$ cat config.mk
export PLATFORM = sky130hd
export DESIGN_NAME = way_replacer
export DESIGN_NICKNAME = d
export VERILOG_FILES = /design/src/icache_pkg.sv /design/src/way_replacer.sv
export SDC_FILE = /design/constraint.sdc
export NUM_CORES = 1
export LEC_CHECK = 0
export BUFFER_PORTS_ARGS = -buffer_cell sky130_fd_sc_hd__buf_4
export CAP_MARGIN = 0
export CORE_AREA = 2 2 39 41
export DETAILED_ROUTE_END_ITERATION = 8
export DIE_AREA = 0 0 41 43
export GPL_TIMING_DRIVEN = 1
export PLACE_DENSITY = 0.42
export SYNTH_ARGS = -nofsm -noshare
export SYNTH_HDL_FRONTEND = slang
export SYNTH_SLANG_ARGS = --single-unit
$ cat constraint.sdc
create_clock -name clk -period 1.4 [get_ports clk]
set_input_delay 0.21 -clock clk [delete_from_list [all_inputs] [get_ports clk]]
set_output_delay 0.21 -clock clk [all_outputs]
set_load 0.03 [all_outputs]
$ cat src/icache_pkg.sv
/*
 * Instruction cache shared definitions
 * Geometry of the 4-way, 16-set cache with 128-bit lines, the address
 * overlay, tag entries, lookup and refill types, and controller states
 */
package icache_pkg;

   ////////////////////////////////////////
   // Geometry
   ////////////////////////////////////////
   localparam int ADDR_W         = 32;
   localparam int WORD_W         = 32;
   localparam int LINE_W         = 128;
   localparam int WORDS_PER_LINE = 4;
   localparam int NB_WAYS        = 4;
   localparam int NB_SETS        = 16;
   localparam int OFFSET_W       = 4;
   localparam int SET_W          = 4;
   localparam int TAG_W          = 24;

   ////////////////////////////////////////
   // Types
   ////////////////////////////////////////
   // Overlay of a fetch address
   typedef struct packed {
      logic [TAG_W-1:0]                           tag;
      logic [SET_W-1:0]                           set;
      logic [$clog2(WORDS_PER_LINE)-1:0]          word;
      logic [OFFSET_W-$clog2(WORDS_PER_LINE)-1:0] byte_sel;
   } addr_fields_t;

   typedef struct packed {
      logic             valid;
      logic [TAG_W-1:0] tag;
   } tag_entry_t;

   typedef logic [NB_WAYS-1:0] way_oh_t;

   // Result of a tag read, valid one cycle after the read
   typedef struct packed {
      logic    hit;
      way_oh_t hit_way;
      logic    all_valid;
      way_oh_t free_way;
   } lookup_t;

   typedef struct packed {
      logic              rvalid;
      logic [LINE_W-1:0] data;
   } refill_rsp_t;

   typedef enum logic [2:0] {
      DISABLED,
      BYPASS_REFILL,
      BYPASS_WAIT,
      FLUSH,
      IDLE,
      TAG_LOOKUP,
      WAIT_GNT,
      WAIT_REFILL
   } icache_state_e;

endpackage

$ cat src/way_replacer.sv
/*
 * Victim way generator
 * 8-bit Fibonacci LFSR stepped once per eviction
 */
module way_replacer (
   input  logic                clk,
   input  logic                rst_n,
   input  logic                advance_i,
   output icache_pkg::way_oh_t victim_o
);
   import icache_pkg::*;

   logic [7:0] lfsr_q;
   logic       feedback;

   // Taps for x^8 + x^6 + x^5 + x^4 + 1
   assign feedback = lfsr_q[7] ^ lfsr_q[5] ^ lfsr_q[4] ^ lfsr_q[3];

   always_ff @(posedge clk or negedge rst_n)
   begin
      if (!rst_n)
         lfsr_q <= 8'hb5;
      else if (advance_i)
         lfsr_q <= {lfsr_q[6:0], feedback};
   end

   assign victim_o = way_oh_t'(1) << lfsr_q[$clog2(NB_WAYS)-1:0];

endmodule

==> results.yml <==
layout:
  final_cell_mix: "6 x buf_4, 5 x dfstp_2, 4 x mux2_2"
  top_regs: "lfsr_q x8"
  final_nets: 39
  largest_register: "lfsr_q"
  drive_gt1_share_pct: 51.4
  final_core_util_pct: 32.1
  final_common_cell: "buf_4"
  antennaDiodeCount: 0
  area.growth.synth_to_final_pct: 25.4
  largest_register_ffs: 8
placed_design:
  place_ws_ns: 0.337
  io_buffers: 6
  place.gp.congestion: 0.639
critical_path:
  crit_chain: "nor2b_1 > buf_4"
  arrival_ns: 1.11
  cp_slowest_cell: "dfstp_2"
  start_kind: "flip-flop"
  crit_fanout: 6
  crit_family: "flip-flops"
  cp_num_buf_inv: 1
  cp.required_ns: 1.19
  r2r-start: "lfsr_q[4]"
  cp-startpoint: "lfsr_q[0]"
  rr_worst_depth: 3
  critical_path_class: "flip-flop to output port"
  critPathMaxStageDelay_ns: 0.56
  worst-path-stages: 2
  end_kind: "output port"
synthesis:
  syn_area_per_cell_um2: 14.2
  ys_seq_elements: 8
  yosysSeqAreaShare_pct: 58.3
  synthCells: 25
  netlist_area_um2: 354
  yosys_warnings: 0
  syn_nets: 28
  yosys.cell_types.count: 10
floorplanning:
  dieArea_mm2: 0.00176
  die_w_um: 41
  num_rows: 14
  pin_count: 7
  start_util_pct: 25.6
  die_h_um: 43
  core_mm2: 0.00138
timing:
  skew_ns: 0.00515
  relSlewSlack_pct: 89.2
  worst_slew_pin_slew_ns: 0.161
  clock.fmax_mhz: 756
  rsz0062_at_grt: "false"
  fin_ws_ns: 0.0771
  fin_tns_setup_ns: 0
  setup_viol: 0
  hold_viol: 0
  fin_crit_ns: 1.32
  slew_viol_final: 0
  finalCritPeriodShare_pct: 94.5
route:
  num_vias: 215
  firstDrtPassIters: 2
  drc: 0
  wl_um: 511
  final_antenna_net_count: 0
  first_iter_violations: 2
  post_drt_wl_per_cell_um: 10.0
  viasPerCell: 4.22
cts:
  clock_path_buffers: 2
  cts_buffers: 3
  root_buffer: "clkbuf_4"
  htreeDepth: 1
  cts_resized: 0
  clk_latency_ns: 0.25
  cts_num_sinks: 8
  cts_tree: "done"
  clk_pin_slew_worst_paths_ns: 0.06
global_route:
  grt_usage_pct: 8.50
  grt_overflow_total: 0
  grt_pass1_wl_um: 917
  grt_max_degree: 10
  grt_pass1_vias: 227
  antenna_found_initial: 0
outcome:
  status: "finished clean"
min_path:
  hp-start: "advance_i"
  hold_path_depth: 2
  hold_path_class: "input port to flip-flop"
power_and_ir_drop:
  power_mw: 1.17
  powerDensity_mw_per_mm2: 2640
  peakVddDrop_mv: 0.630
  p_leak_nw: 0.180
run:
  maxCapViolCount: 0
cell type report:
class	instances	area [um2]
timing repair buffer	7	55.1
clock buffer	4	26.3
multi-input combinational	16	136
sequential	8	206
tap	16	20.0
fill	135	940
synth_stat cells:
cell	n	area (um2)
a21oi_1	1	5.00
and2_1	1	6.26
buf_6	1	11.3
dfrtp_1	3	75.1
dfstp_2	5	131
mux2_1	3	33.8
mux2_2	4	45.0
nor2_1	2	7.51
nor2b_1	2	12.5
xnor2_1	3	26.3
worst reg2reg max path: cells and delay by family (launching register included):
kind / cells / cell delay [ns]
AOI/OAI and AO/OA: 1 / 0.15
xor gates and xnor gates: 2 / 0.22
DFF: 1 / 0.54
kinds of logic (layout without fill, tap and decap cells):
| group | Yosys count | after routing | synth area share (%) |
|---|---|---|---|
| DFF | 8 | 8 | 58.3 |
| muxes | 7 | 7 | 22.3 |
| xor gates and xnor gates | 3 | 3 | 7.42 |
| buffers and inverters | 1 | 11 | 3.18 |
| AOI/OAI and AO/OA | 1 | 1 | 1.41 |
| and+or+nand+nor | 5 | 5 | 7.42 |
path summary, 6_finish.rpt:
check                         endpoint  slack (ns)
max                        victim_o[1]        0.08
min in group asynchronous    lfsr_q[1]        0.31
min                          lfsr_q[0]        0.19
min reg2reg                  lfsr_q[7]        0.51
max reg2reg                  lfsr_q[0]        0.43
max in group asynchronous    lfsr_q[4]        0.88
timing repair:
item / 4_1_cts / 5_1_grt
hold buffers: 1 / 0
setup endpoints to repair: 0 / 0
setup buffers: 0 / 0
hold endpoints to repair: 8 / 0
power by group:
part / internal [mW] / total (mW) / switching [mW]
logic: 0.255 / 0.489 / 0.235
clock network: 0.109 / 0.184 / 0.0755
registers: 0.404 / 0.499 / 0.0951
total: 0.767 / 1.17 / 0.405
routing by layer:
metal / up-vias / wire length (um) / track usage (%)
li1: 104 / - / -
met1: 105 / 221 / 9.24
met2: 6 / 247 / 10.9
met3: 0 / 41 / 4.71
met4: 0 / 0 / 8.00
met5: - / 0 / 0
stage by stage:
step	hold WS [ns]	cells	cell area, um2
5_1_grt	0.196	51	444
3_5_place_dp	0.0318	46	408
6_report	0.193	51	444
3_3_place_gp	0.0301	46	408
4_1_cts	0.177	51	444
2_1_floorplan	-0.0856	25	354
Power figures use the tool's default switching activity.
