File: src/icache_pkg.sv
/*
 * Instruction cache shared definitions
 * Geometry of the 4-way, 16-set cache with 128-bit lines, the address
 * overlay, tag entries, lookup and refill types, and controller states
 */
package icache_pkg;

   ////////////////////////////////////////
   // Geometry
   ////////////////////////////////////////
   localparam int ADDR_W         = 32;
   localparam int WORD_W         = 32;
   localparam int LINE_W         = 128;
   localparam int WORDS_PER_LINE = 4;
   localparam int NB_WAYS        = 4;
   localparam int NB_SETS        = 16;
   localparam int OFFSET_W       = 4;
   localparam int SET_W          = 4;
   localparam int TAG_W          = 24;

   ////////////////////////////////////////
   // Types
   ////////////////////////////////////////
   // Overlay of a fetch address
   typedef struct packed {
      logic [TAG_W-1:0]                           tag;
      logic [SET_W-1:0]                           set;
      logic [$clog2(WORDS_PER_LINE)-1:0]          word;
      logic [OFFSET_W-$clog2(WORDS_PER_LINE)-1:0] byte_sel;
   } addr_fields_t;

   typedef struct packed {
      logic             valid;
      logic [TAG_W-1:0] tag;
   } tag_entry_t;

   typedef logic [NB_WAYS-1:0] way_oh_t;

   // Result of a tag read, valid one cycle after the read
   typedef struct packed {
      logic    hit;
      way_oh_t hit_way;
      logic    all_valid;
      way_oh_t free_way;
   } lookup_t;

   typedef struct packed {
      logic              rvalid;
      logic [LINE_W-1:0] data;
   } refill_rsp_t;

   typedef enum logic [2:0] {
      DISABLED,
      BYPASS_REFILL,
      BYPASS_WAIT,
      FLUSH,
      IDLE,
      TAG_LOOKUP,
      WAIT_GNT,
      WAIT_REFILL
   } icache_state_e;

endpackage

File: src/tag_store.sv
/*
 * Tag store
 * Valid bits and tags for every way of every set, read one set at a
 * time and compared against the latched fetch tag one cycle later
 */
module tag_store (
   input  logic                          clk,
   input  logic                          rst_n,
   input  logic                          rd_i,
   input  logic [icache_pkg::SET_W-1:0]  set_i,
   input  logic [icache_pkg::TAG_W-1:0]  lookup_tag_i,
   input  icache_pkg::way_oh_t           wr_mask_i,
   input  icache_pkg::tag_entry_t        wr_entry_i,
   output icache_pkg::lookup_t           lookup_o
);
   import icache_pkg::*;

   logic [TAG_W-1:0]                tag_mem [NB_SETS][NB_WAYS];
   logic [NB_SETS-1:0][NB_WAYS-1:0] valid_q;
   logic [TAG_W-1:0]                rd_tag_q [NB_WAYS];
   way_oh_t                         rd_valid_q;
   way_oh_t                         match;

   // Valid bits start cleared
   always_ff @(posedge clk or negedge rst_n)
   begin
      if (!rst_n)
      begin
         valid_q    <= '0;
         rd_valid_q <= '0;
      end
      else
      begin
         for (int w = 0; w < NB_WAYS; w++)
         begin
            if (wr_mask_i[w])
               valid_q[set_i][w] <= wr_entry_i.valid;
         end
         if (rd_i)
            rd_valid_q <= valid_q[set_i];
      end
   end

   always_ff @(posedge clk)
   begin
      for (int w = 0; w < NB_WAYS; w++)
      begin
         if (wr_mask_i[w])
            tag_mem[set_i][w] <= wr_entry_i.tag;
         if (rd_i)
            rd_tag_q[w] <= tag_mem[set_i][w];
      end
   end

   always_comb
   begin
      for (int w = 0; w < NB_WAYS; w++)
         match[w] = rd_valid_q[w] && (rd_tag_q[w] == lookup_tag_i);
   end

   assign lookup_o.hit       = |match;
   assign lookup_o.hit_way   = match;
   assign lookup_o.all_valid = &rd_valid_q;
   // Lowest clear valid bit, zero when the set is full
   assign lookup_o.free_way  = ~rd_valid_q & (rd_valid_q + 1'b1);

   a_single_hit: assert property (@(posedge clk) disable iff (!rst_n)
      $onehot0(match));

endmodule

File: config.mk
export PLATFORM = sky130hd
export DESIGN_NAME = tag_store
export DESIGN_NICKNAME = d
export VERILOG_FILES = /design/src/icache_pkg.sv /design/src/tag_store.sv
export SDC_FILE = /design/constraint.sdc
export NUM_CORES = 2
export LEC_CHECK = 0
export ABC_CLOCK_PERIOD_IN_PS = 1550
export BUFFER_PORTS_ARGS = -buffer_cell sky130_fd_sc_hd__buf_2
export CORE_ASPECT_RATIO = 0.75
export CORE_UTILIZATION = 54
export DETAILED_ROUTE_END_ITERATION = 6
export HOLD_SLACK_MARGIN = 0.02
export PLACE_DENSITY = 0.73
export SYNTH_ARGS = -nofsm -noshare
export SYNTH_HDL_FRONTEND = slang
export SYNTH_SLANG_ARGS = --single-unit
File: constraint.sdc
create_clock -name clk -period 1.55 [get_ports clk]
set_input_delay 0 -clock clk [delete_from_list [all_inputs] [get_ports clk]]
set_output_delay 0 -clock clk [all_outputs]
set_load 0.01 [all_outputs]
==> flow_summary.toml <==
[job]
maxCapViolations = 0

[synth]
yosysWarnings = 0
avgSynthCellArea_um2 = 24.45
synth_cell_types = 29
ys_seq_area_share_pct = 78.08
synth_cells = 2656
syn_area_mm2 = 0.06495
synth-seq-cells = 1700
synth_nets = 2716

[layout]
final_cell_mix = "edfxtp_1, mux4_2, buf_4"
finalNetCount = 3251
syn_to_final_growth_pct = 20.58
final_cell_area_mm2 = 0.07831
fillers = 7160
final_common_cell = "edfxtp_1"
drive_gt1_share_pct = 41.41

[sta]
finalSetupViolations = 106
final_hold_viol_count = 0
slew_viol_final = 0
timing.fmax_ghz = 0.3425
fin_crit_sh_pct = 188.4
hold_ws_ns = 0.05088
relSlewSlack_pct = 12.12
clock-skew-final_ns = 0.02422
setup_slack_ns = -1.370
rsz0062_at_grt = "true"
period_minus_slack_ns = 2.920
worst_pin_slew_ns = 1.318
setup-tns-final_ns = -14.30

[global_route]
grt_overflow_total = 0
grt_pass1_vias = 32190
antenna_found_initial = 6
grt_first_pass_wirelength_um = 237400
track_usage_pct = 28.21
grt_max_degree = 65

[placement]
hpwlAfterDp_um = 101200
place_area_mm2 = 0.07272
pre_cts_ws_ns = -0.7032
io_buffers = 69
gp_congestion = 0.8405

[floorplan]
core_area_mm2 = 0.1185
die_height_um = 302.3
dieArea_mm2 = 0.1217
design.portCount = 70
row_count = 109
die_w_um = 402.5
start_util_pct = 54.80

[critical_path]
start_kind = "register"
cp_max_fo = 2
cp_slowest_cell = "or4_4"
critical_path.endpoint_type = "output port"
cp_cell_sequence = "xnor2_1 > nand4_1 > or4_4 > nor4_4 > buf_4 > buf_6 > or4_4 > buf_6"
slowest_delay_ns = 0.56
worstPathArrival_ns = 2.92
critical_path_class = "register to output port"
cp.required_ns = 1.55

[clock_tree]
root_buffer = "clkbuf_16"
clk_latency_ns = 0.78
clk_pin_slew_worst_paths_ns = 0.07
cts.sinks = 1700
cts_buffers = 153
cts_tree = "yes"
cts_buffer_depth = 3
cts_max_level = 4

[routing]
finalWirelength_um = 168500
drcViolationCount = 0
wire_per_inst_um = 34.56
num_vias = 31810
drt_pass1_iterations = 6
viasPerCell = 6.527
drt_first_iter_violations = 4258
postRouteAntennaNets = 0

[pwr]
power_w = 0.09796
irDropWorstVdd_mv = 1.301
p_leak_nw = 25.44
power_per_cell_area_mw_per_mm2 = 1251

[run_status]
violations = "negative setup slack"
status = "finished with violations"

[hold_path]
holdCritPathClass = "input pin to register"
[worst max-delay path, delay by kind of cell, from the launching register on]
family,cells,cell delay (ns)
xor+xnor,1,0.22
buf+inv,3,0.42
flops,1,0.52
simple gates,4,0.97
[metal layers]
layer  share of wire (%)  track usage [%]  vias up
li1                    -                -    12450
met1                  38            40.17    16940
met2                  47            43.81     2135
met3                  12            6.667      280
met4                 3.1            9.306        4
met5               0.016                0        -
[cells in the mapped netlist]
library cell,n,share of area [%]
buf_1,17,0.098
nor3b_1,1,0.012
nor4_1,4,0.039
xor2_1,13,0.18
and4_1,1,0.013
clkbuf_2,3,0.023
or4_1,4,0.046
o2111ai_1,4,0.054
nand2_1,21,0.12
nand3_1,12,0.092
or2_2,1,0.0096
nand4_1,18,0.17
mux2_2,64,1.1
inv_1,1,0.0058
nor2_1,68,0.39
nor4_2,3,0.058
nor2b_1,3,0.029
buf_6,5,0.087
o211ai_1,4,0.046
mux4_2,492,17
mux2i_1,12,0.18
nand2b_1,2,0.019
xnor2_1,83,1.1
dfrtp_1,68,2.6
buf_4,33,0.38
buf_2,23,0.18
edfxtp_1,1632,75
clkbuf_1,60,0.35
o21a_1,4,0.046
[power by group]
group	switching (W)	internal (W)
Combinational	0.00370	0.00354
Sequential	0.000725	0.0519
Clock	0.0167	0.0214
[per-stage QoR]
stage	util, %	instances
after CTS	65.99	4867
after floorplan	-	2656
final	66.08	4874
after detailed placement	61.36	4550
after global placement	61.36	4550
after global routing	66.07	4870
[cell type report]
class                           count  area, um2  area share (%)
Sequential cell                  1700      50710           64.76
Multi-Input combinational cell    814      14390           18.38
Timing Repair Buffer              521       6287           8.029
Clock buffer                      199       4159           5.311
Tap cell                         1554       1944           2.483
Clock inverter                     81      804.5           1.027
Antenna cell                        4      10.01         0.01278
Inverter                            1      3.754        0.004793
[state kept, by name (all words and copies together), names as in the netlist]
name and cells:
rd_tag_q 96, rd_valid_q 4, tag_mem 1536, valid_q 64
[logic make-up after synthesis]
logic type             Yosys count  share of synthesized area, %
multiplexers                   568                         18.36
buffers and inverters          142                         1.119
AO/OA/AOI/OAI                   12                        0.1464
AND/OR/NAND/NOR                138                         1.006
XOR/XNOR                        96                         1.295
flip-flops                    1700                         78.08
[worst paths after layout]
path / cells after the start / slack [ns] / from / end
worst max register to register: 2 / -0.21 / tag_mem[3][5] / rd_tag_q[3][5]
max in group asynchronous: 3 / 0.28 / rst_n / rd_valid_q[2]
worst min-delay path: 1 / 0.05 / wr_entry_i[3] / tag_mem[0][27]
worst min register to register: 1 / 0.51 / valid_q[57] / valid_q[57]
worst max-delay path: 8 / -1.37 / rd_tag_q[3][1] / lookup_o[9]
min in group asynchronous: 3 / 0.64 / rst_n / valid_q[30]
[repair_timing]
item | 4_1_cts | 5_1_grt
endpoints found under the setup margin | 106 | 107
hold buffers | 33 | 0
pin swaps | 18 | 10
endpoints found under the hold margin | 2386 | 0
buffers inserted | 5 | 5
gates resized for setup | 40 | 10
No activity file was read; power rests on OpenSTA's default activity.
