[config.mk]
export PLATFORM = sky130hd
export DESIGN_NAME = icache_fsm
export DESIGN_NICKNAME = d
export VERILOG_FILES = /design/src/icache_pkg.sv /design/src/icache_fsm.sv
export SDC_FILE = /design/constraint.sdc
export NUM_CORES = 1
export LEC_CHECK = 0
export BUFFER_PORTS_ARGS = -buffer_cell sky130_fd_sc_hd__buf_4
export CAP_MARGIN = 20
export CORE_ASPECT_RATIO = 1.4
export CORE_MARGIN = 8
export CORE_UTILIZATION = 37
export CTS_CLUSTER_DIAMETER = 80
export DETAILED_ROUTE_END_ITERATION = 6
export PLACE_DENSITY = 0.84
export SYNTH_ARGS = -nofsm -noshare
export SYNTH_HDL_FRONTEND = slang
export SYNTH_SLANG_ARGS = --single-unit
[constraint.sdc]
create_clock -name clk -period 1.88 [get_ports clk]
set_clock_uncertainty 0.05 [all_clocks]
set_input_delay 0.094 -clock clk [delete_from_list [all_inputs] [get_ports clk]]
set_output_delay 0.094 -clock clk [all_outputs]
set_load 0.005 [all_outputs]
[src/icache_pkg.sv]
/*
 * Instruction cache shared definitions
 * Geometry of the 4-way, 16-set cache with 128-bit lines, the address
 * overlay, tag entries, lookup and refill types, and controller states
 */
package icache_pkg;

   ////////////////////////////////////////
   // Geometry
   ////////////////////////////////////////
   localparam int ADDR_W         = 32;
   localparam int WORD_W         = 32;
   localparam int LINE_W         = 128;
   localparam int WORDS_PER_LINE = 4;
   localparam int NB_WAYS        = 4;
   localparam int NB_SETS        = 16;
   localparam int OFFSET_W       = 4;
   localparam int SET_W          = 4;
   localparam int TAG_W          = 24;

   ////////////////////////////////////////
   // Types
   ////////////////////////////////////////
   // Overlay of a fetch address
   typedef struct packed {
      logic [TAG_W-1:0]                           tag;
      logic [SET_W-1:0]                           set;
      logic [$clog2(WORDS_PER_LINE)-1:0]          word;
      logic [OFFSET_W-$clog2(WORDS_PER_LINE)-1:0] byte_sel;
   } addr_fields_t;

   typedef struct packed {
      logic             valid;
      logic [TAG_W-1:0] tag;
   } tag_entry_t;

   typedef logic [NB_WAYS-1:0] way_oh_t;

   // Result of a tag read, valid one cycle after the read
   typedef struct packed {
      logic    hit;
      way_oh_t hit_way;
      logic    all_valid;
      way_oh_t free_way;
   } lookup_t;

   typedef struct packed {
      logic              rvalid;
      logic [LINE_W-1:0] data;
   } refill_rsp_t;

   typedef enum logic [2:0] {
      DISABLED,
      BYPASS_REFILL,
      BYPASS_WAIT,
      FLUSH,
      IDLE,
      TAG_LOOKUP,
      WAIT_GNT,
      WAIT_REFILL
   } icache_state_e;

endpackage

[src/icache_fsm.sv]
/*
 * Instruction cache controller
 * Sequences the flush sweep, tag lookup, line refill and bypass
 * transactions, and drives the fetch port handshake
 */
module icache_fsm (
   input  logic                          clk,
   input  logic                          rst_n,
   input  logic                          bypass_i,
   input  logic                          flush_i,
   input  logic                          fetch_req_i,
   input  icache_pkg::addr_fields_t      fetch_addr_i,
   output logic                          fetch_gnt_o,
   output logic                          fetch_rvalid_o,
   output logic                          rd_sel_refill_o,
   output logic                          cache_is_bypassed_o,
   output logic                          cache_is_flushed_o,
   output logic                          refill_req_o,
   output icache_pkg::addr_fields_t      refill_addr_o,
   input  logic                          refill_gnt_i,
   input  logic                          refill_valid_i,
   input  icache_pkg::lookup_t           lookup_i,
   input  icache_pkg::way_oh_t           victim_i,
   output logic                          tag_rd_o,
   output logic [icache_pkg::SET_W-1:0]  tag_set_o,
   output icache_pkg::way_oh_t           tag_wr_mask_o,
   output icache_pkg::tag_entry_t        tag_wr_entry_o,
   output icache_pkg::way_oh_t           data_wr_mask_o,
   output icache_pkg::addr_fields_t      addr_q_o,
   output logic                          advance_o
);
   import icache_pkg::*;

   icache_state_e    state_q, state_d;
   addr_fields_t     addr_q;
   way_oh_t          way_q, way_d;
   logic [SET_W-1:0] flush_cnt_q;
   logic             flush_pend_q;
   logic             flush_req;
   logic             hold_off;

   // A flush pulse seen outside IDLE waits here until the sweep starts
   assign flush_req = flush_i | flush_pend_q;
   assign hold_off  = bypass_i | flush_req;

   assign addr_q_o      = addr_q;
   assign refill_addr_o = {addr_q.tag, addr_q.set, {OFFSET_W{1'b0}}};

   ////////////////////////////////////////
   // Registers
   ////////////////////////////////////////
   always_ff @(posedge clk or negedge rst_n)
   begin
      if (!rst_n)
      begin
         state_q      <= DISABLED;
         way_q        <= '0;
         flush_cnt_q  <= '0;
         flush_pend_q <= 1'b0;
      end
      else
      begin
         state_q      <= state_d;
         way_q        <= way_d;
         flush_pend_q <= flush_req & (state_d != FLUSH);
         // Wraps back to zero at the end of each sweep
         if (state_q == FLUSH)
            flush_cnt_q <= flush_cnt_q + 1'b1;
      end
   end

   always_ff @(posedge clk)
   begin
      if (fetch_gnt_o)
         addr_q <= fetch_addr_i;
   end

   ////////////////////////////////////////
   // Next state and outputs
   ////////////////////////////////////////
   always_comb
   begin
      state_d             = state_q;
      way_d               = way_q;
      fetch_gnt_o         = 1'b0;
      fetch_rvalid_o      = 1'b0;
      rd_sel_refill_o     = 1'b0;
      cache_is_bypassed_o = 1'b0;
      cache_is_flushed_o  = 1'b0;
      refill_req_o        = 1'b0;
      tag_rd_o            = 1'b0;
      tag_set_o           = fetch_addr_i.set;
      tag_wr_mask_o       = '0;
      tag_wr_entry_o      = '{valid: 1'b1, tag: addr_q.tag};
      data_wr_mask_o      = '0;
      advance_o           = 1'b0;

      case (state_q)
         DISABLED:
         begin
            cache_is_bypassed_o = 1'b1;
            if (bypass_i)
            begin
               fetch_gnt_o = fetch_req_i;
               if (fetch_req_i)
                  state_d = BYPASS_REFILL;
            end
            else
               state_d = FLUSH;
         end
         BYPASS_REFILL:
         begin
            cache_is_bypassed_o = 1'b1;
            refill_req_o        = 1'b1;
            if (refill_gnt_i)
               state_d = BYPASS_WAIT;
         end
         BYPASS_WAIT:
         begin
            cache_is_bypassed_o = 1'b1;
            rd_sel_refill_o     = 1'b1;
            fetch_rvalid_o      = refill_valid_i;
            if (refill_valid_i)
               state_d = DISABLED;
         end
         FLUSH:
         begin
            // Clear every way of one set per cycle
            tag_set_o      = flush_cnt_q;
            tag_wr_mask_o  = '1;
            tag_wr_entry_o = '0;
            if (flush_cnt_q == SET_W'(NB_SETS - 1))
            begin
               cache_is_flushed_o = 1'b1;
               state_d            = IDLE;
            end
         end
         IDLE:
         begin
            if (bypass_i)
               state_d = DISABLED;
            else if (flush_req)
               state_d = FLUSH;
            else if (fetch_req_i)
            begin
               fetch_gnt_o = 1'b1;
               tag_rd_o    = 1'b1;
               state_d     = TAG_LOOKUP;
            end
         end
         TAG_LOOKUP:
         begin
            if (lookup_i.hit)
            begin
               // Answer this access and accept the next one in the same cycle
               fetch_rvalid_o = 1'b1;
               fetch_gnt_o    = fetch_req_i & ~hold_off;
               tag_rd_o       = fetch_gnt_o;
               if (!fetch_gnt_o)
                  state_d = IDLE;
            end
            else
            begin
               refill_req_o = 1'b1;
               advance_o    = lookup_i.all_valid;
               way_d        = lookup_i.all_valid ? victim_i : lookup_i.free_way;
               state_d      = refill_gnt_i ? WAIT_REFILL : WAIT_GNT;
            end
         end
         WAIT_GNT:
         begin
            refill_req_o = 1'b1;
            if (refill_gnt_i)
               state_d = WAIT_REFILL;
         end
         WAIT_REFILL:
         begin
            rd_sel_refill_o = 1'b1;
            fetch_rvalid_o  = refill_valid_i;
            tag_set_o       = addr_q.set;
            tag_wr_mask_o   = way_q & {NB_WAYS{refill_valid_i}};
            data_wr_mask_o  = tag_wr_mask_o;
            if (refill_valid_i)
               state_d = IDLE;
         end
         default:
            state_d = DISABLED;
      endcase
   end

   ////////////////////////////////////////
   // Checks
   ////////////////////////////////////////
   a_refill_hold: assert property (@(posedge clk) disable iff (!rst_n)
      refill_req_o && !refill_gnt_i |=> refill_req_o && $stable(refill_addr_o));

   a_wr_onehot: assert property (@(posedge clk) disable iff (!rst_n)
      $onehot0(data_wr_mask_o));

endmodule

==> flow_summary.ini <==
[run_status]
status = finished clean

[critical_path]
rrSetupSlack_ns = 0.14
cpMaxStageDelayCell = dfrtp_2
reg2reg_from = state_q[0]$_DFF_PN0_
path_class = register to primary output
crit_start = flush_pend_q$_DFF_PN0_
startpoint_type = register
cp_max_fo = 17
crit_chain = nor4b_4 -> and4b_1 -> a21o_4 -> buf_12 -> buf_6
endpoint_kind = primary output
max_stage_delay_ns = 0.45
worstReg2RegEnd = flush_pend_q$_DFF_PN0_
required_ns = 1.74
arrival_ns = 1.67
r2r_cells = 7

[power_and_ir_drop]
power_frac_clock = 0.135
intPower_uw = 2800
switching_share = 0.338
seqPwrFrac = 0.345
power.leakage_uw = 0.00180
p_switching_uw = 1430
combinationalPowerShare = 0.521
powerDensity_nw_per_um2 = 1070
max-vdd-ir-drop_mv = 0.645

[timing]
period_share = 0.964
setup_viol = 0
rsz0062_at_grt = yes
fin_setup_tns_ns = 0
holdWs_ns = 0.0564
period_minus_slack_ns = 1.81
fin_ws_ns = 0.0668
hold_viol_final = 0
slew_violations = 0
clock.fmax_mhz = 552

[finish]
syn2layout_area_growth_pct = 69.5
final_core_util = 0.640
finalNetCount = 432
fill_cells = 490
drive_above_1_share = 0.515

[placement]
dp_hpwl_um = 5730
port-buffer-count = 153
pre_cts_ws_ns = 0.131
place_congestion = 0.863

[die]
die_h_um = 110
start_util = 0.377
coreArea_um2 = 6170
rows = 34
die_area_um2 = 9120
die_x_um = 83.0
num_io_pins = 162

[clock_network]
cts_root_buf = clkbuf_8
cts.htree.levels = 2
clock_sinks = 44
clk_path_buf_depth = 2
cts.clk_slew.worst_paths_ns = 0.08
clk_latency_ns = 0.29
cts_inserted_buffers = 5
cts_tree = done

[drt]
dr.pass1.iters = 4
route.detailed.drc = 0
vias_per_cell = 4.70
drt-initial-drc-count = 41
vias = 2130
routedWlPerCell_um = 17.2
routed_wl_um = 7770
ant_nets = 0

[hold_path]
hold_path.startpoint = lookup_i[3]
whs_endpoint = way_q[3]$_DFFE_PN0P_
whs_path_depth = 3
hold_class = input pin to register

[yosys]
ys.flop_type = edfxtp_1
async_reset_ff_frac = 0.273
syn_avg_cell_area_um2 = 11.4
syn_inst = 205
ys_seq_area_frac = 0.542
synth_cell_type_count = 44
netlist_area_um2 = 2330
ys_ff_latch = 44
yosys_warnings = 0
synth_edf_count = 32

[grt]
grt_max_degree = 29
grt_overflow = 0
grt_pass1_vias = 2319
grt_pass1_wl_um = 11800
grt_antenna_before_repair = 0
grt_use_total = 0.159

[flow_run]
cap_violations = 0
-- cell usage in the layout (no fill, tap or decap), types with 4 or more instances in the layout --
cell type and instances:
dfrtp_1 8, nand2_1 14, clkbuf_8 5, conb_1 4, or2_2 5, mux2i_1 10
nor2_1 10, dlygate4sd3_1 33, o21ai_0 7, edfxtp_1 32, dfrtp_2 4, and2_1 29
buf_4 164, a21oi_1 7
-- synthesized netlist by cell type, types with 2 or more instances --
master	number	area share
buf_4	34	0.11
edfxtp_1	32	0.41
and2_1	30	0.081
nand2_1	14	0.023
dfrtp_1	12	0.13
mux2i_1	10	0.043
nor2_1	10	0.016
a21oi_1	7	0.015
o21ai_0	7	0.015
or2_2	5	0.013
xnor2_1	3	0.011
a21boi_0	2	0.0064
a22o_1	2	0.0075
and3_1	2	0.0054
buf_2	2	0.0043
nand2b_1	2	0.0054
nor2b_1	2	0.0054
nor3_1	2	0.0043
nor4_1	2	0.0054
-- layout make-up --
type / instances / area, um^2 / share of cell area
Timing Repair Buffer: 202 / 1670 / 0.422
Sequential cell: 44 / 1270 / 0.321
Multi-Input combinational cell: 123 / 826 / 0.209
Tap cell: 72 / 90.1 / 0.0228
Clock buffer: 6 / 72.6 / 0.0184
Clock inverter: 2 / 11.3 / 0.00285
Inverter: 2 / 10.0 / 0.00254
Antenna cell: 2 / 5.00 / 0.00127
-- state kept, by name, indices dropped and copies added, names as in the netlist --
| signal | cells |
|---|---|
| state_q | 3 |
| way_q | 4 |
| flush_pend_q | 1 |
| flush_cnt_q | 4 |
| addr_q_o | 32 |
-- cells by family after synthesis --
family	Yosys count	share of synthesized area
adders and majority gates	1	0.00537
xor gates and xnor gates	3	0.0113
DFF	44	0.542
buffers and inverters	41	0.125
AOI/OAI and AO/OA	25	0.0725
and+or+nand+nor	80	0.199
other	1	0.00161
muxes	10	0.0430
-- metrics by stage --
stage / area, um^2 / total power [uW] / cells
2_1_floorplan: 2340 / 2440 / 208
3_3_place_gp: 3350 / 3290 / 400
3_5_place_dp: 3350 / 3350 / 400
4_1_cts: 3870 / 4160 / 448
5_1_grt: 3940 / 4530 / 451
6_report: 3950 / 4240 / 453
-- metal layers --
metal | up-vias | global-route usage | part of all wire
li1 | 1020 | - | -
met1 | 987 | 0.158 | 0.36
met2 | 112 | 0.295 | 0.55
met3 | 11 | 0.0541 | 0.077
met4 | 0 | 0.0693 | 0.015
met5 | - | 0 | 0
-- what timing repair did --
item	in CTS	in global routing
setup buffers	6	3
cloned	1	0
endpoints found under the setup margin	30	46
pin swaps	1	3
resized for setup	5	7
endpoints found under the hold margin	44	0
hold buffers	33	0
-- power by group through the flow --
| stage | clock [uW] | sequential [uW] | combinational, uW |
|---|---|---|---|
| after CTS | 600 | 1450 | 2110 |
| after floorplan | 0 | 1420 | 1020 |
| after global placement | 0 | 1500 | 1790 |
| after detailed placement | 0 | 1510 | 1840 |
| after global routing | 635 | 1490 | 2410 |
| final | 571 | 1460 | 2210 |
-- worst max-delay path by stage --
stage | depth (start not counted) | end
3_3_place_gp | 4 | addr_q_o[1]$_DFFE_PP_
4_1_cts | 4 | fetch_gnt_o
2_1_floorplan | 3 | addr_q_o[0]$_DFFE_PP_
5_1_grt | 5 | fetch_gnt_o
3_5_place_dp | 6 | flush_pend_q$_DFF_PN0_
6_report | 5 | fetch_gnt_o
-- critical path: cells and delay by family, from the launching register on --
kind,cells,cell delay (ns)
flip-flops,1,0.45
AO/OA/AOI/OAI,1,0.13
buffers and inverters,2,0.27
AND/OR/NAND/NOR,2,0.53
Power figures use the tool's default switching activity.
